--- config.mk ---
export PLATFORM = sky130hd
export DESIGN_NAME = cache_miss
export DESIGN_NICKNAME = d
export VERILOG_FILES = /design/src/hw/cache_geom_pkg.sv /design/src/hw/cache_miss_pkg.sv /design/src/hw/cache_lru_update.sv /design/src/hw/cache_miss.sv /design/src/hw/cache_miss_fsm.sv /design/src/hw/cache_victim_select.sv
export SDC_FILE = /design/constraint.sdc
export NUM_CORES = 1
export LEC_CHECK = 0
export BUFFER_PORTS_ARGS = -buffer_cell sky130_fd_sc_hd__buf_2
export CORE_AREA = 2 2 94 96
export CTS_CLUSTER_SIZE = 25
export DETAILED_ROUTE_END_ITERATION = 7
export DIE_AREA = 0 0 96 98
export HOLD_SLACK_MARGIN = 0.05
export REMOVE_ABC_BUFFERS = 1
export SYNTH_ARGS = -nofsm -noshare
export SYNTH_HDL_FRONTEND = slang
export SYNTH_SLANG_ARGS = --single-unit
export TNS_END_PERCENT = 30
--- constraint.sdc ---
create_clock -name clk_i -period 2.2 [get_ports clk_i]
set_input_delay 0.22 -clock clk_i [delete_from_list [all_inputs] [get_ports clk_i]]
set_output_delay 0.22 -clock clk_i [all_outputs]
set_load 0.02 [all_outputs]
--- src/hw/cache_geom_pkg.sv ---
// --------------------------------------------------------------------------
// Fixed geometry of the write-back cache served by the miss handler.
// Address fields, way and set widths and LRU width all come from here.
// Modules import it by wildcard and use scoped names in their port lists.
// --------------------------------------------------------------------------

package cache_geom_pkg;

  // byte address width
  localparam int ADDR_WIDTH = 32;

  // associativity
  localparam int WAYS = 4;
  localparam int LG_WAYS = $clog2(WAYS);

  // number of sets and the width of the set index
  localparam int SETS = 64;
  localparam int LG_SETS = $clog2(SETS);

  // 8 words of 4 bytes per block
  localparam int BLOCK_OFFSET_WIDTH = 5;

  // address layout is tag | set index | block offset
  localparam int TAG_OFFSET = BLOCK_OFFSET_WIDTH + LG_SETS;
  localparam int TAG_WIDTH = ADDR_WIDTH - TAG_OFFSET;

  // pseudo-tree LRU keeps one bit per internal tree node
  localparam int LRU_WIDTH = WAYS - 1;

endpackage

--- src/hw/cache_miss_pkg.sv ---
// --------------------------------------------------------------------------
// Encodings shared by the miss handler and its neighbours.
// Holds the decoded cache operation, the DMA engine command and the
// miss FSM state. Port lists name these types with scoped names.
// --------------------------------------------------------------------------

package cache_miss_pkg;

  // decoded operation from the tag-verify stage
  typedef enum logic [2:0] {
    OP_LD     = 3'd0,
    OP_ST     = 3'd1,
    OP_AFL    = 3'd2,
    OP_AFLINV = 3'd3,
    OP_AINV   = 3'd4
  } cache_op_e;

  // command level held toward the DMA engine until dma_done_i
  typedef enum logic [2:0] {
    DMA_NOP              = 3'd0,
    DMA_SEND_FILL_ADDR   = 3'd1,
    DMA_SEND_EVICT_ADDR  = 3'd2,
    DMA_GET_FILL_DATA    = 3'd3,
    DMA_SEND_EVICT_DATA  = 3'd4
  } dma_cmd_e;

  // miss/flush FSM state
  typedef enum logic [2:0] {
    ST_IDLE            = 3'd0,
    ST_FLUSH_OP        = 3'd1,
    ST_SEND_FILL_ADDR  = 3'd2,
    ST_SEND_EVICT_ADDR = 3'd3,
    ST_SEND_EVICT_DATA = 3'd4,
    ST_GET_FILL_DATA   = 3'd5,
    ST_RECOVER         = 3'd6,
    ST_DONE            = 3'd7
  } miss_state_e;

endpackage

--- src/hw/cache_lru_update.sv ---
// --------------------------------------------------------------------------
// Pseudo-tree LRU update for a fill.
// For the given way, drives the tree-path bits so they point away from it,
// with a write mask that covers only those path bits.
// --------------------------------------------------------------------------

`timescale 1ns/1ps

module cache_lru_update (
  input  logic [cache_geom_pkg::LG_WAYS-1:0]   way_i,
  output logic [cache_geom_pkg::LRU_WIDTH-1:0] lru_data_o,
  output logic [cache_geom_pkg::LRU_WIDTH-1:0] lru_mask_o
);

  import cache_geom_pkg::*;

  always_comb begin
    lru_data_o = '0;
    lru_mask_o = '0;

    // root points to the other pair
    lru_data_o[0] = ~way_i[1];
    lru_mask_o[0] = 1'b1;

    // inside the pair, point to the sibling way
    if (way_i[1]) begin
      lru_data_o[2] = ~way_i[0];
      lru_mask_o[2] = 1'b1;
    end else begin
      lru_data_o[1] = ~way_i[0];
      lru_mask_o[1] = 1'b1;
    end
  end

  // a 4-way tree path is always root plus one leaf node
  always_comb begin
    assert final ($countones(lru_mask_o) == 2)
      else $error("lru mask %b does not cover one tree path", lru_mask_o);
  end

endmodule

--- src/hw/cache_miss.sv ---
// --------------------------------------------------------------------------
// Top level of the cache miss handler.
// Victim selection and LRU-update encoding run side by side and feed the
// miss FSM, which drives the DMA engine, tag and status memories and the
// pipeline handshake.
// --------------------------------------------------------------------------

`timescale 1ns/1ps

module cache_miss (
  input  logic                                     clk_i,
  input  logic                                     reset_i,

  input  logic                                     miss_v_i,
  input  cache_miss_pkg::cache_op_e                op_i,
  input  logic [cache_geom_pkg::ADDR_WIDTH-1:0]    addr_i,
  input  logic [cache_geom_pkg::WAYS-1:0]          valid_i,
  input  logic [cache_geom_pkg::WAYS-1:0][cache_geom_pkg::TAG_WIDTH-1:0] tag_i,
  input  logic [cache_geom_pkg::WAYS-1:0]          tag_hit_i,
  input  logic [cache_geom_pkg::LG_WAYS-1:0]       tag_hit_way_i,
  input  logic                                     tag_hit_found_i,
  input  logic                                     sbuf_empty_i,
  input  logic [cache_geom_pkg::WAYS-1:0]          stat_dirty_i,
  input  logic [cache_geom_pkg::LRU_WIDTH-1:0]     stat_lru_i,

  output cache_miss_pkg::dma_cmd_e                 dma_cmd_o,
  output logic [cache_geom_pkg::LG_WAYS-1:0]       dma_way_o,
  output logic [cache_geom_pkg::ADDR_WIDTH-1:0]    dma_addr_o,
  input  logic                                     dma_done_i,

  output logic                                     stat_mem_v_o,
  output logic                                     stat_mem_w_o,
  output logic [cache_geom_pkg::LG_SETS-1:0]       stat_mem_addr_o,
  output logic [cache_geom_pkg::WAYS-1:0]          stat_dirty_o,
  output logic [cache_geom_pkg::WAYS-1:0]          stat_dirty_mask_o,
  output logic [cache_geom_pkg::LRU_WIDTH-1:0]     stat_lru_o,
  output logic [cache_geom_pkg::LRU_WIDTH-1:0]     stat_lru_mask_o,

  output logic                                     tag_mem_v_o,
  output logic                                     tag_mem_w_o,
  output logic [cache_geom_pkg::LG_SETS-1:0]       tag_mem_addr_o,
  output logic [cache_geom_pkg::TAG_WIDTH-1:0]     tag_o,
  output logic                                     tag_valid_o,
  output logic [cache_geom_pkg::WAYS-1:0]          tag_mask_o,

  output logic                                     recover_o,
  output logic                                     done_o,
  output logic [cache_geom_pkg::LG_WAYS-1:0]       chosen_way_o,
  output logic                                     busy_o,
  input  logic                                     ack_i
);

  import cache_geom_pkg::*;

  logic [LG_WAYS-1:0]   victim_way;
  logic [LRU_WIDTH-1:0] lru_data;
  logic [LRU_WIDTH-1:0] lru_mask;

  cache_victim_select victim_select_i (
    .valid_i      (valid_i),
    .lru_i        (stat_lru_i),
    .victim_way_o (victim_way)
  );

  // LRU path follows the registered way, which is stable during the fetch
  cache_lru_update lru_update_i (
    .way_i      (chosen_way_o),
    .lru_data_o (lru_data),
    .lru_mask_o (lru_mask)
  );

  cache_miss_fsm miss_fsm_i (
    .clk_i             (clk_i),
    .reset_i           (reset_i),
    .miss_v_i          (miss_v_i),
    .op_i              (op_i),
    .addr_i            (addr_i),
    .valid_i           (valid_i),
    .tag_i             (tag_i),
    .tag_hit_i         (tag_hit_i),
    .tag_hit_way_i     (tag_hit_way_i),
    .tag_hit_found_i   (tag_hit_found_i),
    .sbuf_empty_i      (sbuf_empty_i),
    .stat_dirty_i      (stat_dirty_i),
    .victim_way_i      (victim_way),
    .lru_data_i        (lru_data),
    .lru_mask_i        (lru_mask),
    .dma_cmd_o         (dma_cmd_o),
    .dma_way_o         (dma_way_o),
    .dma_addr_o        (dma_addr_o),
    .dma_done_i        (dma_done_i),
    .stat_mem_v_o      (stat_mem_v_o),
    .stat_mem_w_o      (stat_mem_w_o),
    .stat_mem_addr_o   (stat_mem_addr_o),
    .stat_dirty_o      (stat_dirty_o),
    .stat_dirty_mask_o (stat_dirty_mask_o),
    .stat_lru_o        (stat_lru_o),
    .stat_lru_mask_o   (stat_lru_mask_o),
    .tag_mem_v_o       (tag_mem_v_o),
    .tag_mem_w_o       (tag_mem_w_o),
    .tag_mem_addr_o    (tag_mem_addr_o),
    .tag_o             (tag_o),
    .tag_valid_o       (tag_valid_o),
    .tag_mask_o        (tag_mask_o),
    .recover_o         (recover_o),
    .done_o            (done_o),
    .chosen_way_o      (chosen_way_o),
    .busy_o            (busy_o),
    .ack_i             (ack_i)
  );

endmodule

--- src/hw/cache_miss_fsm.sv ---
// --------------------------------------------------------------------------
// Miss and flush sequencer of the write-back cache.
// Waits for an empty store buffer, reads the status entry, drives the DMA
// engine through fill, eviction and fetch, then writes tag and status.
// Ends with a one-cycle recover pulse and holds done until ack_i.
// --------------------------------------------------------------------------

`timescale 1ns/1ps

module cache_miss_fsm (
  input  logic                                     clk_i,
  input  logic                                     reset_i,

  // tag-verify stage
  input  logic                                     miss_v_i,
  input  cache_miss_pkg::cache_op_e                op_i,
  input  logic [cache_geom_pkg::ADDR_WIDTH-1:0]    addr_i,
  input  logic [cache_geom_pkg::WAYS-1:0]          valid_i,
  input  logic [cache_geom_pkg::WAYS-1:0][cache_geom_pkg::TAG_WIDTH-1:0] tag_i,
  input  logic [cache_geom_pkg::WAYS-1:0]          tag_hit_i,
  input  logic [cache_geom_pkg::LG_WAYS-1:0]       tag_hit_way_i,
  input  logic                                     tag_hit_found_i,
  input  logic                                     sbuf_empty_i,

  // status memory read data
  input  logic [cache_geom_pkg::WAYS-1:0]          stat_dirty_i,

  // victim select and LRU update
  input  logic [cache_geom_pkg::LG_WAYS-1:0]       victim_way_i,
  input  logic [cache_geom_pkg::LRU_WIDTH-1:0]     lru_data_i,
  input  logic [cache_geom_pkg::LRU_WIDTH-1:0]     lru_mask_i,

  // DMA engine
  output cache_miss_pkg::dma_cmd_e                 dma_cmd_o,
  output logic [cache_geom_pkg::LG_WAYS-1:0]       dma_way_o,
  output logic [cache_geom_pkg::ADDR_WIDTH-1:0]    dma_addr_o,
  input  logic                                     dma_done_i,

  // status memory
  output logic                                     stat_mem_v_o,
  output logic                                     stat_mem_w_o,
  output logic [cache_geom_pkg::LG_SETS-1:0]       stat_mem_addr_o,
  output logic [cache_geom_pkg::WAYS-1:0]          stat_dirty_o,
  output logic [cache_geom_pkg::WAYS-1:0]          stat_dirty_mask_o,
  output logic [cache_geom_pkg::LRU_WIDTH-1:0]     stat_lru_o,
  output logic [cache_geom_pkg::LRU_WIDTH-1:0]     stat_lru_mask_o,

  // tag memory
  output logic                                     tag_mem_v_o,
  output logic                                     tag_mem_w_o,
  output logic [cache_geom_pkg::LG_SETS-1:0]       tag_mem_addr_o,
  output logic [cache_geom_pkg::TAG_WIDTH-1:0]     tag_o,
  output logic                                     tag_valid_o,
  output logic [cache_geom_pkg::WAYS-1:0]          tag_mask_o,

  // pipeline
  output logic                                     recover_o,
  output logic                                     done_o,
  output logic [cache_geom_pkg::LG_WAYS-1:0]       chosen_way_o,
  output logic                                     busy_o,
  input  logic                                     ack_i
);

  import cache_geom_pkg::*;
  import cache_miss_pkg::*;

  miss_state_e          state_r;
  miss_state_e          state_n;
  logic [LG_WAYS-1:0]   chosen_way_r;
  logic [LG_WAYS-1:0]   chosen_way_n;
  logic [LG_WAYS-1:0]   flush_way_r;
  logic [LG_WAYS-1:0]   flush_way_n;
  logic [TAG_WIDTH-1:0] addr_tag;
  logic [LG_SETS-1:0]   addr_index;
  logic [LG_WAYS-1:0]   evict_way;
  logic [WAYS-1:0]      chosen_onehot;
  logic                 start;
  logic                 flush_op;
  logic                 inval_op;
  logic                 goto_flush;
  logic [ADDR_WIDTH-1:0] fill_addr;
  logic [ADDR_WIDTH-1:0] evict_addr;

  assign addr_tag   = addr_i[TAG_OFFSET +: TAG_WIDTH];
  assign addr_index = addr_i[BLOCK_OFFSET_WIDTH +: LG_SETS];

  // op and hit are held by the tag-verify stage for the whole miss
  assign flush_op   = (op_i == OP_AFL) || (op_i == OP_AFLINV) || (op_i == OP_AINV);
  assign inval_op   = (op_i == OP_AFLINV) || (op_i == OP_AINV);
  assign goto_flush = flush_op && tag_hit_found_i;
  assign start      = miss_v_i && sbuf_empty_i;

  assign evict_way     = goto_flush ? flush_way_r : chosen_way_r;
  assign chosen_onehot = {{(WAYS - 1){1'b0}}, 1'b1} << chosen_way_r;

  // fills always start at word 0 of the block
  assign fill_addr  = {addr_tag, addr_index, {BLOCK_OFFSET_WIDTH{1'b0}}};
  assign evict_addr = {tag_i[evict_way], addr_index, {BLOCK_OFFSET_WIDTH{1'b0}}};

  assign stat_mem_addr_o = addr_index;
  assign tag_mem_addr_o  = addr_index;
  assign dma_way_o       = evict_way;
  assign chosen_way_o    = chosen_way_r;
  assign busy_o          = (state_r != ST_IDLE) && (state_r != ST_DONE);

  always_comb begin
    state_n = state_r;
    chosen_way_n = chosen_way_r;
    flush_way_n = flush_way_r;

    dma_cmd_o = DMA_NOP;
    dma_addr_o = '0;

    stat_mem_v_o = 1'b0;
    stat_mem_w_o = 1'b0;
    stat_dirty_o = '0;
    stat_dirty_mask_o = '0;
    stat_lru_o = '0;
    stat_lru_mask_o = '0;

    tag_mem_v_o = 1'b0;
    tag_mem_w_o = 1'b0;
    tag_o = addr_tag;
    tag_valid_o = 1'b0;
    tag_mask_o = '0;

    recover_o = 1'b0;
    done_o = 1'b0;

    case (state_r)
      ST_IDLE: begin
        // status read, data arrives next cycle
        stat_mem_v_o = start;
        if (start) begin
          flush_way_n = tag_hit_way_i;
          state_n = goto_flush ? ST_FLUSH_OP : ST_SEND_FILL_ADDR;
        end
      end

      ST_FLUSH_OP: begin
        stat_mem_v_o = 1'b1;
        stat_mem_w_o = 1'b1;
        stat_dirty_mask_o = tag_hit_i;
        // AFL keeps the line, so the tag memory is left alone
        tag_mem_v_o = inval_op;
        tag_mem_w_o = 1'b1;
        tag_mask_o = tag_hit_i;
        if (op_i != OP_AINV && stat_dirty_i[flush_way_r] && valid_i[flush_way_r]) begin
          state_n = ST_SEND_EVICT_ADDR;
        end else begin
          state_n = ST_RECOVER;
        end
      end

      ST_SEND_FILL_ADDR: begin
        dma_cmd_o = DMA_SEND_FILL_ADDR;
        dma_addr_o = fill_addr;
        if (dma_done_i) begin
          chosen_way_n = victim_way_i;
          if (valid_i[victim_way_i] && stat_dirty_i[victim_way_i]) begin
            state_n = ST_SEND_EVICT_ADDR;
          end else begin
            state_n = ST_GET_FILL_DATA;
          end
        end
      end

      ST_SEND_EVICT_ADDR: begin
        dma_cmd_o = DMA_SEND_EVICT_ADDR;
        dma_addr_o = evict_addr;
        if (dma_done_i) begin
          state_n = ST_SEND_EVICT_DATA;
        end
      end

      ST_SEND_EVICT_DATA: begin
        dma_cmd_o = DMA_SEND_EVICT_DATA;
        dma_addr_o = evict_addr;
        if (dma_done_i) begin
          state_n = goto_flush ? ST_RECOVER : ST_GET_FILL_DATA;
        end
      end

      ST_GET_FILL_DATA: begin
        dma_cmd_o = DMA_GET_FILL_DATA;
        dma_addr_o = fill_addr;
        // new line becomes MRU, dirty only for a store
        stat_mem_v_o = dma_done_i;
        stat_mem_w_o = 1'b1;
        stat_dirty_o = {WAYS{op_i == OP_ST}};
        stat_dirty_mask_o = chosen_onehot;
        stat_lru_o = lru_data_i;
        stat_lru_mask_o = lru_mask_i;
        tag_mem_v_o = dma_done_i;
        tag_mem_w_o = 1'b1;
        tag_valid_o = 1'b1;
        tag_mask_o = chosen_onehot;
        if (dma_done_i) begin
          state_n = ST_RECOVER;
        end
      end

      ST_RECOVER: begin
        recover_o = 1'b1;
        state_n = ST_DONE;
      end

      ST_DONE: begin
        done_o = 1'b1;
        if (ack_i) begin
          state_n = ST_IDLE;
        end
      end

      default: begin
        state_n = ST_IDLE;
      end
    endcase
  end

  always_ff @(posedge clk_i) begin
    if (reset_i) begin
      state_r <= ST_IDLE;
    end else begin
      state_r <= state_n;
    end
  end

  // victim of the current miss and hit way of the current flush
  always_ff @(posedge clk_i) begin
    chosen_way_r <= chosen_way_n;
    flush_way_r <= flush_way_n;
  end

  // DMA engine is left idle while waiting for a miss or an ack
  assert property (@(posedge clk_i) disable iff (reset_i)
    (state_r inside {ST_IDLE, ST_DONE}) |-> (dma_cmd_o == DMA_NOP));

  assert property (@(posedge clk_i) disable iff (reset_i)
    !(done_o && recover_o));

endmodule

--- src/hw/cache_victim_select.sv ---
// --------------------------------------------------------------------------
// Replacement way selection for one set.
// Prefers the lowest-numbered invalid way, otherwise walks the pseudo-tree
// LRU bits. Purely combinational; the miss FSM registers the result.
// --------------------------------------------------------------------------

`timescale 1ns/1ps

module cache_victim_select (
  input  logic [cache_geom_pkg::WAYS-1:0]      valid_i,
  input  logic [cache_geom_pkg::LRU_WIDTH-1:0] lru_i,
  output logic [cache_geom_pkg::LG_WAYS-1:0]   victim_way_o
);

  import cache_geom_pkg::*;

  logic               invalid_found;
  logic [LG_WAYS-1:0] invalid_way;
  logic [LG_WAYS-1:0] lru_way;

  // scan from the top so the lowest invalid way wins
  always_comb begin
    invalid_found = 1'b0;
    invalid_way = '0;
    for (int i = WAYS - 1; i >= 0; i--) begin
      if (!valid_i[i]) begin
        invalid_found = 1'b1;
        invalid_way = LG_WAYS'(i);
      end
    end
  end

  // root bit picks the pair, then the pair's own bit picks the way
  always_comb begin
    lru_way[1] = lru_i[0];
    if (lru_i[0]) begin
      lru_way[0] = lru_i[2];
    end else begin
      lru_way[0] = lru_i[1];
    end
  end

  assign victim_way_o = invalid_found ? invalid_way : lru_way;

  // never replace a valid line while an invalid one is free
  always_comb begin
    assert final (victim_way_o < WAYS && (&valid_i || !valid_i[victim_way_o]))
      else $error("victim way %0d out of range or valid with free ways", victim_way_o);
  end

endmodule

======== Word-level counts from Yosys, hierarchy flattened ========
Cells that the tools add are included.
W data, S select, Z words.
word-level totals
  input port bits ......................... 143
  register bits ........................... 7
  logic and storage cells ................. 93
  output and inout bits ................... 98
operators by class
  shifts and indexed selects .............. 1
  order comparisons ....................... 3
  reductions and logical operators ........ 17
  eq/ne operators ......................... 19
  bitwise operators ....................... 2
  muxes and demuxes ....................... 48
operators by type and width
  operator               count
  $pmux W32 S2           1
  $bmux W21 S2           1
  $mux W3                10
  $pmux W3 S8            1
  $mux W21               1
  $mux W1                17
  $mux W2                8
  $eq A3 B3 Y1 const B   5
  $eq A3 B2 Y1 const B   4
  $pmux W3 S4            1
  $ne A2 B2 Y1 const B   5
  $lt A2 B3 Y1 const B   3
  $bmux W1 S2            4
  $pmux W4 S2            1
  $eq A3 B1 Y1 const B   2
  $logic_and A1 B1 Y1    6
  $ne A3 B3 Y1 const B   2
  $reduce_and A6 Y1      1
  $reduce_or A2 Y1       3
  $mux W4                1
  $reduce_and A2 Y1      2
  $shl A1 B2 Y4 const A  1
  $logic_not A3 Y1       1
  $logic_or A1 B1 Y1     3
  other kinds (5)        6

======== Logic depth before layout (Yosys ltp) ========
Gate-level depths: netlist of run 1.
  depth in word-level cells ............... 11
  mapped depth ............................ 8
  mapped depth without buffers ............ 7

======== Hierarchy ========
From an unflattened synthesis of run 1, not the netlist that was laid out.
unflattened totals
  cells, all modules ...................... 266
  area total of the unflattened synthesis .. 2165.8 µm²
by module, submodules not included
  module               instances  seq. area each (µm²)  cells each  area an instance (µm²)
  cache_miss_fsm       1          180.2                 252         2079.5
  cache_victim_select  1          0.0                   7           43.8
  cache_lru_update     1          0.0                   7           42.5

======== Worst setup path before layout of run 1 ========
Ideal clock, no wire load.
  path kind ............................... register to output
  start ................................... reg miss_fsm_i.state_r[0]
  end ..................................... out stat_dirty_o[1] (netlist name)
  data required time ...................... 1.980 ns
  cell stages (with the launch flop) ...... 7
  buffers on the path ..................... 2
  arrival time ............................ 2.276 ns
  setup slack ............................. -0.296 ns
  cells stage by stage .................... dfxtp_1 -> buf_2 -> nand2_1 -> inv_1 -> nand2_1 -> nor4b_1 -> buf_4
on the way
  cells in the longest elaborated chain, start to end .. 2
ends and longest elaborated chain
  item                    line                   text
  from (decl)             cache_miss_fsm.sv:67   miss_state_e state_r;
  from (signal assigned)  cache_miss_fsm.sv:225  state_r <= state_n;
  $eq A3 B3 Y1            cache_miss_fsm.sv:130  case (state_r)
  $mux W4                 cache_miss_fsm.sv:130
  to (decl)               cache_miss.sv:34       output logic [cache_geom_pkg::WAYS-1:0] stat_dirty_o,
Every way passes these cells.

======== Final worst setup path of run 1 ========
  start ................................... reg miss_fsm_i.flush_way_r[0]
  end ..................................... out dma_addr_o[31] (netlist name)
on the way
  cells in the longest elaborated chain, start to end .. 4
ends and longest elaborated chain
  item                            line                   text
  from (decl)                     cache_miss_fsm.sv:71   logic [LG_WAYS-1:0] flush_way_r;
  from (signal assigned)          cache_miss_fsm.sv:232  flush_way_r <= flush_way_n;
  $mux W2                         cache_miss_fsm.sv:93   assign evict_way = goto_flush ? flush_way_r : chosen_way_r;
  $bmux W21 S2                    cache_miss_fsm.sv:98   assign evict_addr = {tag_i[evict_way], addr_index, {BLOCK_OFFSET_WIDTH{1'b0}}};
  $mux W21 (implied by the code)  cache_miss_fsm.sv:98
  $pmux W32 S2                    cache_miss_fsm.sv:130
  to (decl)                       cache_miss.sv:28       output logic [cache_geom_pkg::ADDR_WIDTH-1:0] dma_addr_o,
Every way passes these cells. The select of a mux whose other input is x is not followed.

==> impl_metrics.csv, run 1 <==
group,metric,value,unit
clock_tree,cts_buffer_depth,2,
synth,synth.ff_latch_count,7,
clock_tree,cts_buffers,3,
synth,ys_types,47,
critical_path,cpPeakStageDelay,0.37,ns
critical_path,cp.required,1.98,ns
power,p_switching,0.00144,W
route,via_count,2715,
placed_design,dp_hpwl,7060,um
power,cellPowerDensity,833,nW/um^2
critical_path,path_max_fanout,7,
route,drc,0,
critical_path,regToRegStartpoint,"miss_fsm_i.state_r[1]",
critical_path,start_kind,"flop",
sta,finalHoldViolCount,0,
run,cap_violations,0,
sta,fmax,0.439,GHz
critical_path,worstRegToRegCells,6,
synth,synth_flop_cell,"edfxtp_1",
synth,netlist_instances,274,
status,status,"finished, violations left",
sta,hold-worst-slack,0.172,ns
global_route,grt_use_total,0.158,
synth,synth_edf_count,4,
synth,synth_commonest_cells,"48 x buf_4, 43 x mux2i_1, 39 x nand2_1",
worst_hold_path,whs_path_depth,1,
global_route,grt_max_degree,23,
placed_design,gp_congestion,0.810,
route,detail-route-antenna-nets,0,
power,power_leakage,1.86,nW
sta,setup_viol,21,
synth,synth_top_area_cell,"mux2i_1",
power,ir_drop,412,uV
synth,ys_warn_count,0,
floorplanning,initial_utilization,0.243,
clock_tree,cts_tree,"yes",
global_route,grt_pass1_wl,12100,um
sta,post-route-min-period,2.28,ns
status,violations,"setup timing",
worst_hold_path,hold_path_class,"in -> reg",
synth,syn-cell-area,2060,sq um
power,power.internal,0.00127,W
global_route,use_met2,0.307,
global_route,grt_pass1_vias,2491,
global_route,met3_usage,0.0170,
sta,finalWorstSetupSlack,-0.0787,ns
route,first_pass_iters,5,
clock_tree,clk_pin_slew,0.04,ns
clock_tree,cts.sinks,7,
worst_hold_path,hold_path_end,"miss_fsm_i.flush_way_r[1]",
floorplanning,die_area,9410,sq um
finish,final_layout_size_suffix_gt1_frac,0.569,
sta,maxSlewViolCount,0,
floorplanning,die_w,96,um
finish,final_core_util,0.384,
route,dr.first_iter.drc_count,60,
worst_hold_path,hold_start,"tag_hit_way_i[1]",
finish,nets,615,
clock_tree,cts_root_buffer,"clkbuf_8",
floorplanning,ios,241,
floorplanning,coreArea,8470,sq um
critical_path,worst_ep_arrival_time,2.06,ns
placed_design,place.port_buffers,230,
global_route,grt_antenna_before_repair,0,
placed_design,pre_cts_slack,0.0388,ns
power,p_clk_frac,0.066,
finish,fillers,913,
clock_tree,worst_skew_pair.late_latency,0.22,ns
critical_path,end_kind,"output pin",
floorplanning,placementRows,34,
finish,area_delta_synth_final,58.2,%
global_route,globalRoute.totalOverflow,0,
clock_tree,postCtsHoldBufs,0,
synth,avgSynthCellArea,7.50,sq um
critical_path,cp_slowest_cell,"edfxtp_1",
clock_tree,htree_num_levels,1,
synth,netlist.area_leader.share,0.209,
route,via_per_inst,4.69,
synth,yosys-top-cells-area,"mux2i_1 21%, buf_4 18%, o221ai_1 8.9%, nand2_1 7.1%, edfxtp_1 5.8%",
critical_path,crit_chain,"nand2b_4 -> mux2_4 -> o221ai_4 -> buf_12 -> clkbuf_16 -> mux2i_1 -> o221ai_1 -> buf_2",
floorplanning,fp.dieH,98,um
sta,rsz0062_at_grt,"yes",
power,seq_power_share,0.090,
route,routed_wl,8330,um
critical_path,path_class,"reg -> out",
sta,period_share,1.04,
route,wl_per_cell,14.4,um
global_route,met1_usage,0.186,
critical_path,rrSetupSlack,0.57,ns
synth,async_flop_share,0,
synth,seq_area_frac_synth,0.0876,
finish,antenna_cells,0,
power,power_frac_comb,0.845,
sta,skew,0.00168,ns
synth,synth_most_common_cell,"buf_4",
power,swShare,0.532,
global_route,top_usage_layer,"met2",
critical_path,r2r_end,"miss_fsm_i.state_r[2]",
## placed cells by master, fill, tap and decap left out, types with 3 or more instances in the layout
master and count:
mux2i_1 41, o31a_1 3, o22ai_1 3, a21oi_1 8
nand2b_1 4, and2_1 7, nor3_1 5, buf_6 4
o21ai_0 4, clkbuf_8 3, o221ai_1 21, edfxtp_1 4
nor2_1 12, buf_12 4, nand3_1 5, a31oi_1 3
inv_1 8, conb_1 5, buf_2 225, nand2_1 39
buf_4 18
## metrics by stage
stage / TNS [ns] / cell area, sq um / cells / total power (W)
global placement: 0 / 3040 / 569 / 0.00239
CTS: -1.36 / 3210 / 578 / 0.00270
floorplan: -36.45 / 1560 / 212 / 0.00151
detailed placement: 0 / 3040 / 569 / 0.00241
global route: -3.15 / 3250 / 579 / 0.00290
finish: -1.08 / 3250 / 579 / 0.00271
## registers in the layout (all words and copies together), names as in the netlist
signal	count
miss_fsm_i.state_r	3
miss_fsm_i.chosen_way_o	2
miss_fsm_i.flush_way_r	2
## power by group through the flow
| stage | Combinational (W) | Sequential [W] | Clock, W |
|---|---|---|---|
| 3_5_place_dp | 0.00216 | 0.000242 | 0 |
| 6_report | 0.00229 | 0.000243 | 0.000178 |
| 5_1_grt | 0.00246 | 0.000251 | 0.000186 |
| 2_1_floorplan | 0.00123 | 0.000275 | 0 |
| 3_3_place_gp | 0.00215 | 0.000242 | 0 |
| 4_1_cts | 0.00228 | 0.000240 | 0.000179 |
## how the worst max path moves through the flow
| stage | from | endpoint | depth (start not counted) |
|---|---|---|---|
| 2_1_floorplan | miss_fsm_i.state_r[1] | stat_dirty_o[0] | 5 |
| 4_1_cts | miss_fsm_i.flush_way_r[0] | dma_addr_o[12] | 9 |
| 3_5_place_dp | op_i[2] | dma_addr_o[17] | 9 |
| 5_1_grt | miss_fsm_i.flush_way_r[0] | dma_addr_o[15] | 9 |
| 3_3_place_gp | op_i[2] | dma_addr_o[31] | 9 |
| 6_report | miss_fsm_i.flush_way_r[0] | dma_addr_o[31] | 8 |
## worst max-delay path, delay by kind of cell (launching register included)
family | cells | cell delay (ns)
multiplexers | 2 | 0.47
buffers and inverters | 3 | 0.50
AO/OA/AOI/OAI | 2 | 0.34
flip-flops | 1 | 0.37
AND/OR/NAND/NOR | 1 | 0.15
## layout make-up
type | instances | area [sq um] | share of cell area
Clock buffer | 4 | 45.0 | 0.0139
Inverter | 9 | 33.8 | 0.0104
Multi-Input combinational cell | 196 | 1380 | 0.423
Sequential cell | 7 | 181 | 0.0558
Tap cell | 108 | 135 | 0.0416
Timing Repair Buffer | 255 | 1480 | 0.456
## timing repair
item | in CTS | in global routing
pin swaps | 7 | 2
endpoints found under the hold margin | 0 | 0
setup endpoints to repair | 20 | 25
gates resized for setup | 12 | 5
cloned | 2 | 1
buffers inserted | 3 | 0
## logic make-up (layout without fill, tap and decap cells)
kind of cell	Yosys count	after routing	synth area share
XOR/XNOR	2	2	0.00852
AO/OA/AOI/OAI	56	56	0.209
flip-flops	7	7	0.0876
buffers and inverters	75	268	0.264
other	1	5	0.00182
AND/OR/NAND/NOR	89	89	0.213
multiplexers	44	44	0.217
## per-layer routing
metal | routed length (um) | up-vias
met3 | 612 | 4
met4 | 61 | 0
met2 | 4320 | 122
met1 | 3340 | 1252
li1 | - | 1337
met5 | 0 | -
(Power assumes the default switching activity.)
==> inputs of run 2 (changes only) <==
- ABC_AREA: unset -> 1
- CORE_AREA: 2 2 94 96 -> 2 2 93 95
- DIE_AREA: 0 0 96 98 -> 0 0 95 97
- clock period: 2.2 -> 2.68 ns (I/O delays scaled with it)
==> run 2 against run 1 <==
Compared with the run above: the run now ends clean; die area shrank 2.1%; largest power group unchanged; highest routed layer unchanged; first-iteration DRC count increased by 43%; sequential share of layout area rose by 0.44 points; combinational power is 30% lower.
==> impl_metrics.csv, run 2 <==
group,metric,value,unit
sta,setup_viol,0,
synth,synth_compound_area_frac,0.0549,
synth,synth.ff_latch_count,7,
sta,maxSlewViolCount,0,
clock_tree,clk_pin_slew,0.04,ns
critical_path,path_class,"in -> out",
power,ir_drop,478,uV
floorplanning,ios,241,
power,power_frac_comb,0.824,
finish,regMostFlops,"miss_fsm_i.state_r",
synth,avgSynthCellArea,5.19,sq um
route,first_pass_iters,4,
power,power_leakage,2.00,nW
synth,muxShareOfSynthArea,0,
route,dr.first_iter.drc_count,86,
clock_tree,postCtsSetupBuffers,0,
finish,final_core_util,0.368,
critical_path,worst_ep_arrival_time,1.95,ns
synth,yosys.area_share.simple,0.569,
route,wl_per_cell,13.1,um
power,power.internal,0.000774,W
sta,hold-worst-slack,0.210,ns
sta,tightest_slew,0.513,ns
synth,yosys-top-cells-area,"nand2_1 30%, buf_4 19%, nand3_1 19%, edfxtp_1 5.8%, inv_1 5.4%",
sta,finalHoldViolCount,0,
synth,synth_top_area_cell,"nand2_1",
synth,ys_warn_count,0,
floorplanning,initial_utilization,0.255,
sta,post-route-min-period,2.22,ns
clock_tree,cts_buffer_depth,2,
finish,final_layout_size_suffix_gt1_frac,0.440,
synth,synth_top_family_by_area,"simple AND/OR/NAND/NOR gates",
critical_path,end_kind,"output pin",
placed_design,gp_congestion,0.875,
finish,largest_reg_flops,3,
global_route,grt_max_degree,44,
route,detail-route-antenna-nets,0,
global_route,grt_pass1_vias,2740,
route,via_per_inst,4.50,
clock_tree,htree_num_levels,1,
sta,skew,0.00232,ns
placed_design,dp_hpwl,7350,um
status,status,"complete, no violations",
finish,antenna_cells,0,
sta,fmax,0.451,GHz
clock_tree,worst_skew_pair.late_latency,0.23,ns
power,seq_power_share,0.097,
sta,slew-limit-headroom,0.657,
global_route,grt_antenna_before_repair,0,
synth,synth_edf_count,4,
floorplanning,fp.dieH,97,um
global_route,globalRoute.totalOverflow,0,
power,report.power.total,0.00195,W
synth,ys_types,29,
sta,fin_tns_setup,0,ns
finish,nets,721,
finish,area_delta_synth_final,44.3,%
clock_tree,postCtsHoldBufs,0,
floorplanning,die_area,9220,sq um
run,cap_violations,0,
synth,async_flop_share,0,
floorplanning,die_w,95,um
critical_path,path_max_fanout,25,
finish,fillers,927,
synth,synth_fa_ha_area_frac,0,
synth,seq_area_frac_synth,0.0868,
critical_path,cp.required,2.41,ns
finish,final_cell_mix,"230 x buf_2, 166 x nand2_1, 77 x nand3_1, 30 x inv_1, 18 x nor2_1",
clock_tree,cts_root_buffer,"clkbuf_8",
sta,period_share,0.828,
clock_tree,cts_buffers,3,
clock_tree,cts_resized,0,
clock_tree,cts.sinks,7,
power,cellPowerDensity,650,nW/um^2
route,via_count,3069,
power,p_clk_frac,0.079,
global_route,grt_pass1_wl,13100,um
global_route,grt_use_total,0.174,
power,p_switching,0.00117,W
worst_hold_path,hold_path_class,"in -> reg",
synth,syn-cell-area,2080,sq um
placed_design,place.port_buffers,230,
sta,rsz0062_at_grt,"no",
critical_path,start_kind,"input port",
floorplanning,placementRows,33,
synth,synth_xor_xnor_area_share,0,
finish,mostFrequentLayoutCell,"buf_2",
synth,netlist_instances,400,
clock_tree,cts_tree,"yes",
route,drc,0,
route,routed_wl,8910,um
synth,synth_most_common_cell,"nand2_1",
power,swShare,0.603,
synth,netlist.area_leader.share,0.300,
synth,synth_flop_cell,"edfxtp_1",
synth,synth_commonest_cells,"166 x nand2_1, 77 x nand3_1, 52 x buf_4",
floorplanning,coreArea,8130,sq um
-- run 2: final cells by class --
type,instances,area [sq um],area share
timing repair buffer,234,1190,0.398
clock buffer,4,45.0,0.0150
tap,105,131,0.0439
inverter,35,131,0.0439
sequential,7,180,0.0602
multi-input combinational,297,1310,0.439
-- run 2: kinds of logic after synthesis --
kind of cell,after synthesis
flops,7
compound gates,17
buf+inv,100
simple gates,275
other cells,1
-- run 2: routing by layer --
layer	wire, um	global-route usage	vias up
met5	0	0	-
met4	49	0.0190	0
li1	-	-	1566
met2	4670	0.343	144
met1	3440	0.197	1355
met3	748	0.0257	4
-- run 2: metrics by stage --
step	cell area (sq um)	std cells	setup WS, ns
finish	3000	682	0.461
global route	3000	682	0.266
CTS	3000	682	0.453
detailed placement	2950	678	0.461
global placement	2950	678	0.528
floorplan	1630	339	-0.761
-- run 2: critical path, cell delays in order --
cell and delay, ns:
buf_2 0.10, inv_1 0.09, nand3_2 0.14, o21ai_2 0.12
nand2_2 0.12, nand2_1 0.09, nand2_2 0.06, inv_2 0.26
buf_12 0.21, nand2_1 0.07, nand3_1 0.07, nand3_1 0.08
nand2_1 0.10, buf_2 0.17
-- run 2: power groups by stage --
stage	combinational (W)	clock (W)	sequential, W
final	0.00160	0.000155	0.000188
after global routing	0.00176	0.000165	0.000194
after CTS	0.00162	0.000158	0.000189
after detailed placement	0.00161	0	0.000190
after global placement	0.00160	0	0.000187
after floorplan	0.000989	0	0.000184
-- run 2: final timing paths --
| check | start | end | slack [ns] | depth (start not counted) |
|---|---|---|---|---|
| worst min-delay path | tag_hit_way_i[1] | miss_fsm_i.flush_way_r[1] | 0.21 | 1 |
| worst max register to register | miss_fsm_i.state_r[1] | miss_fsm_i.state_r[2] | 0.77 | 11 |
| worst min register to register | miss_fsm_i.state_r[0] | miss_fsm_i.state_r[0] | 0.56 | 2 |
| worst max-delay path | op_i[1] | dma_addr_o[29] | 0.46 | 14 |
==> inputs of run 3 (changes only) <==
- ABC_AREA: 1 -> 0
- CORE_AREA: 2 2 93 95 -> 2 2 92 94
- DIE_AREA: 0 0 95 97 -> 0 0 94 96
- PLACE_DENSITY: unset -> 0.67
- clock period: 2.68 -> 1.8 ns (I/O delays scaled with it)
==> run 3 against run 2 <==
Compared with the run above: the flow now finishes with violations (setup timing); combinational power grew 83%; sequential power grew 47%; core utilization is 5.1 points higher; die area decreased by 2.1%; global-route usage is 0.76 points lower; first-iteration DRC count is 26% lower; clock skew barely moved; via count shrank 7.4%; worst hold slack got worse by 0.077 ns; total power increased by 76%.
==> impl_metrics.csv, run 3 (synthesis results as in run 1) <==
group,metric,value,unit
critical_path,crit_top_cell,"buf_12",
floorplanning,ios,241,
global_route,grt_pass1_wl,12000,um
sta,finalHoldViolCount,0,
critical_path,cp_top_family,"multiplexers",
clock_tree,worst_skew_pair.late_latency,0.23,ns
clock_tree,cts_buffer_depth,2,
critical_path,worst_ep_arrival_time,2.08,ns
floorplanning,die_w,94,um
critical_path,cpPeakStageDelay,0.38,ns
sta,finalWorstSetupSlack,-0.458,ns
power,cellPowerDensity,1020,nW/um^2
finish,largest_reg_flops,3,
finish,final_area,3370,sq um
route,dr.first_iter.drc_count,64,
critical_path,crit_chain,"nand2b_4 -> mux2_4 -> o221ai_4 -> buf_12 -> buf_12 -> mux2i_1 -> o221ai_1 -> buf_2",
finish,nets,623,
floorplanning,placementRows,33,
placed_design,dp_hpwl,7240,um
route,detail-route-antenna-nets,0,
sta,skew,0.00228,ns
floorplanning,die_area,9020,sq um
worst_hold_path,hold_path_class,"in -> reg",
critical_path,start_kind,"flop",
power,power_leakage,1.91,nW
clock_tree,htree_num_levels,1,
sta,period_share,1.25,
finish,mostFrequentLayoutCell,"buf_2",
clock_tree,clk_pin_slew,0.04,ns
placed_design,place_area,3150,sq um
finish,final_layout_size_suffix_gt1_frac,0.599,
sta,tightest_slew,0.496,ns
clock_tree,postCtsHoldBufs,0,
floorplanning,initial_utilization,0.255,
sta,setup_viol,22,
clock_tree,cts_buffers,3,
global_route,grt_use_total,0.166,
placed_design,gp_congestion,0.827,
route,first_pass_iters,5,
critical_path,end_kind,"output pin",
clock_tree,cts_tree,"yes",
finish,fillers,836,
route,routed_wl,8830,um
status,violations,"setup timing",
floorplanning,coreArea,8050,sq um
clock_tree,cts.sinks,7,
global_route,globalRoute.totalOverflow,0,
critical_path,cp.required,1.62,ns
placed_design,place.port_buffers,230,
sta,fmax,0.443,GHz
sta,fin_tns_setup,-8.68,ns
route,via_count,2841,
clock_tree,cts_root_buffer,"clkbuf_8",
route,wl_per_cell,15.0,um
route,drc,0,
global_route,grt_pass1_vias,2443,
global_route,grt_max_degree,23,
sta,rsz0062_at_grt,"yes",
run,cap_violations,0,
finish,final_cell_mix,"227 x buf_2, 38 x nand2_1, 37 x mux2i_1, 24 x buf_4, 21 x o221ai_1",
sta,slew-limit-headroom,0.666,
critical_path,path_class,"reg -> out",
sta,maxSlewViolCount,0,
global_route,grt_antenna_before_repair,2,
critical_path,path_buf_inv,3,
finish,area_delta_synth_final,64.1,%
route,via_per_inst,4.84,
power,ir_drop,845,uV
finish,regMostFlops,"miss_fsm_i.state_r",
sta,post-route-min-period,2.26,ns
status,status,"finished, violations left",
floorplanning,fp.dieH,96,um
critical_path,cp_slowest_cell,"edfxtp_1",
critical_path,path_max_fanout,7,
run 3: cell count changes in the layout (fill, tap and decap cells not counted), moves of 5 or more:
| cell | change |
|---|---|
| o221ai_1 | +21 |
| nor2_1 | -6 |
| inv_1 | -25 |
| nand3_1 | -72 |
| buf_4 | +21 |
| nand2_1 | -128 |
| buf_12 | +6 |
| mux2i_1 | +37 |
| and2_1 | +7 |
| mux2i_2 | +5 |
run 3: worst paths after layout:
| check | from | endpoint | slack, ns | cells past startpoint |
|---|---|---|---|---|
| setup / recovery | miss_fsm_i.flush_way_r[0] | dma_addr_o[31] | -0.46 | 8 |
| hold / removal | tag_hit_way_i[1] | miss_fsm_i.flush_way_r[1] | 0.13 | 1 |
| setup reg to reg | miss_fsm_i.state_r[1] | miss_fsm_i.state_r[2] | 0.18 | 6 |
| hold reg to reg | miss_fsm_i.state_r[0] | miss_fsm_i.state_r[0] | 0.66 | 2 |
run 3: final cells by class:
cell class / count / area [sq um] / area share
repair buffers: 263 / 1560 / 0.463
multi-input cells: 196 / 1410 / 0.419
flip-flops and latches: 7 / 183 / 0.0542
well taps: 105 / 131 / 0.0389
clock buffers: 4 / 45.0 / 0.0134
inverters: 9 / 33.8 / 0.0100
diodes: 3 / 7.51 / 0.00223
run 3: metal layers:
| layer | global-route usage | share of wire | vias up |
|---|---|---|---|
| li1 | - | - | 1368 |
| met1 | 0.198 | 0.40 | 1317 |
| met2 | 0.315 | 0.52 | 148 |
| met3 | 0.0219 | 0.071 | 8 |
| met4 | 0.0411 | 0.014 | 0 |
| met5 | 0 | 0 | - |
run 3: worst register-to-register path, stage by stage (launching register included):
cell and delay, ns:
dfxtp_2 0.39, buf_4 0.17, nor2_1 0.07, a221o_1 0.34, a22oi_1 0.17, o21ai_1 0.10, o31a_1 0.27
run 3: report_power, final:
group	switching, W	internal, W
clock	0.0000664	0.000153
combinational	0.00169	0.00124
sequential	0.0000532	0.000223
total	0.00181	0.00162
run 3: through the flow:
| stage | util | setup slack (ns) | hold WS, ns | std cells | power [W] |
|---|---|---|---|---|---|
| 2_1_floorplan | - | -2.09 | 0.249 | 212 | 0.00184 |
| 6_report | 0.419 | -0.458 | 0.133 | 587 | 0.00343 |
| 4_1_cts | 0.407 | -0.430 | 0.133 | 582 | 0.00334 |
| 3_5_place_dp | 0.392 | -0.243 | 0.366 | 575 | 0.00305 |
| 5_1_grt | 0.418 | -0.523 | 0.123 | 585 | 0.00367 |
| 3_3_place_gp | 0.392 | -0.247 | 0.359 | 575 | 0.00299 |
run 3: what timing repair did:
| action | CTS | global route |
|---|---|---|
| buffers inserted | 2 | 0 |
| resized for setup | 9 | 14 |
| pin swaps | 5 | 1 |
| gates cloned | 1 | 2 |
| setup endpoints to repair | 26 | 31 |
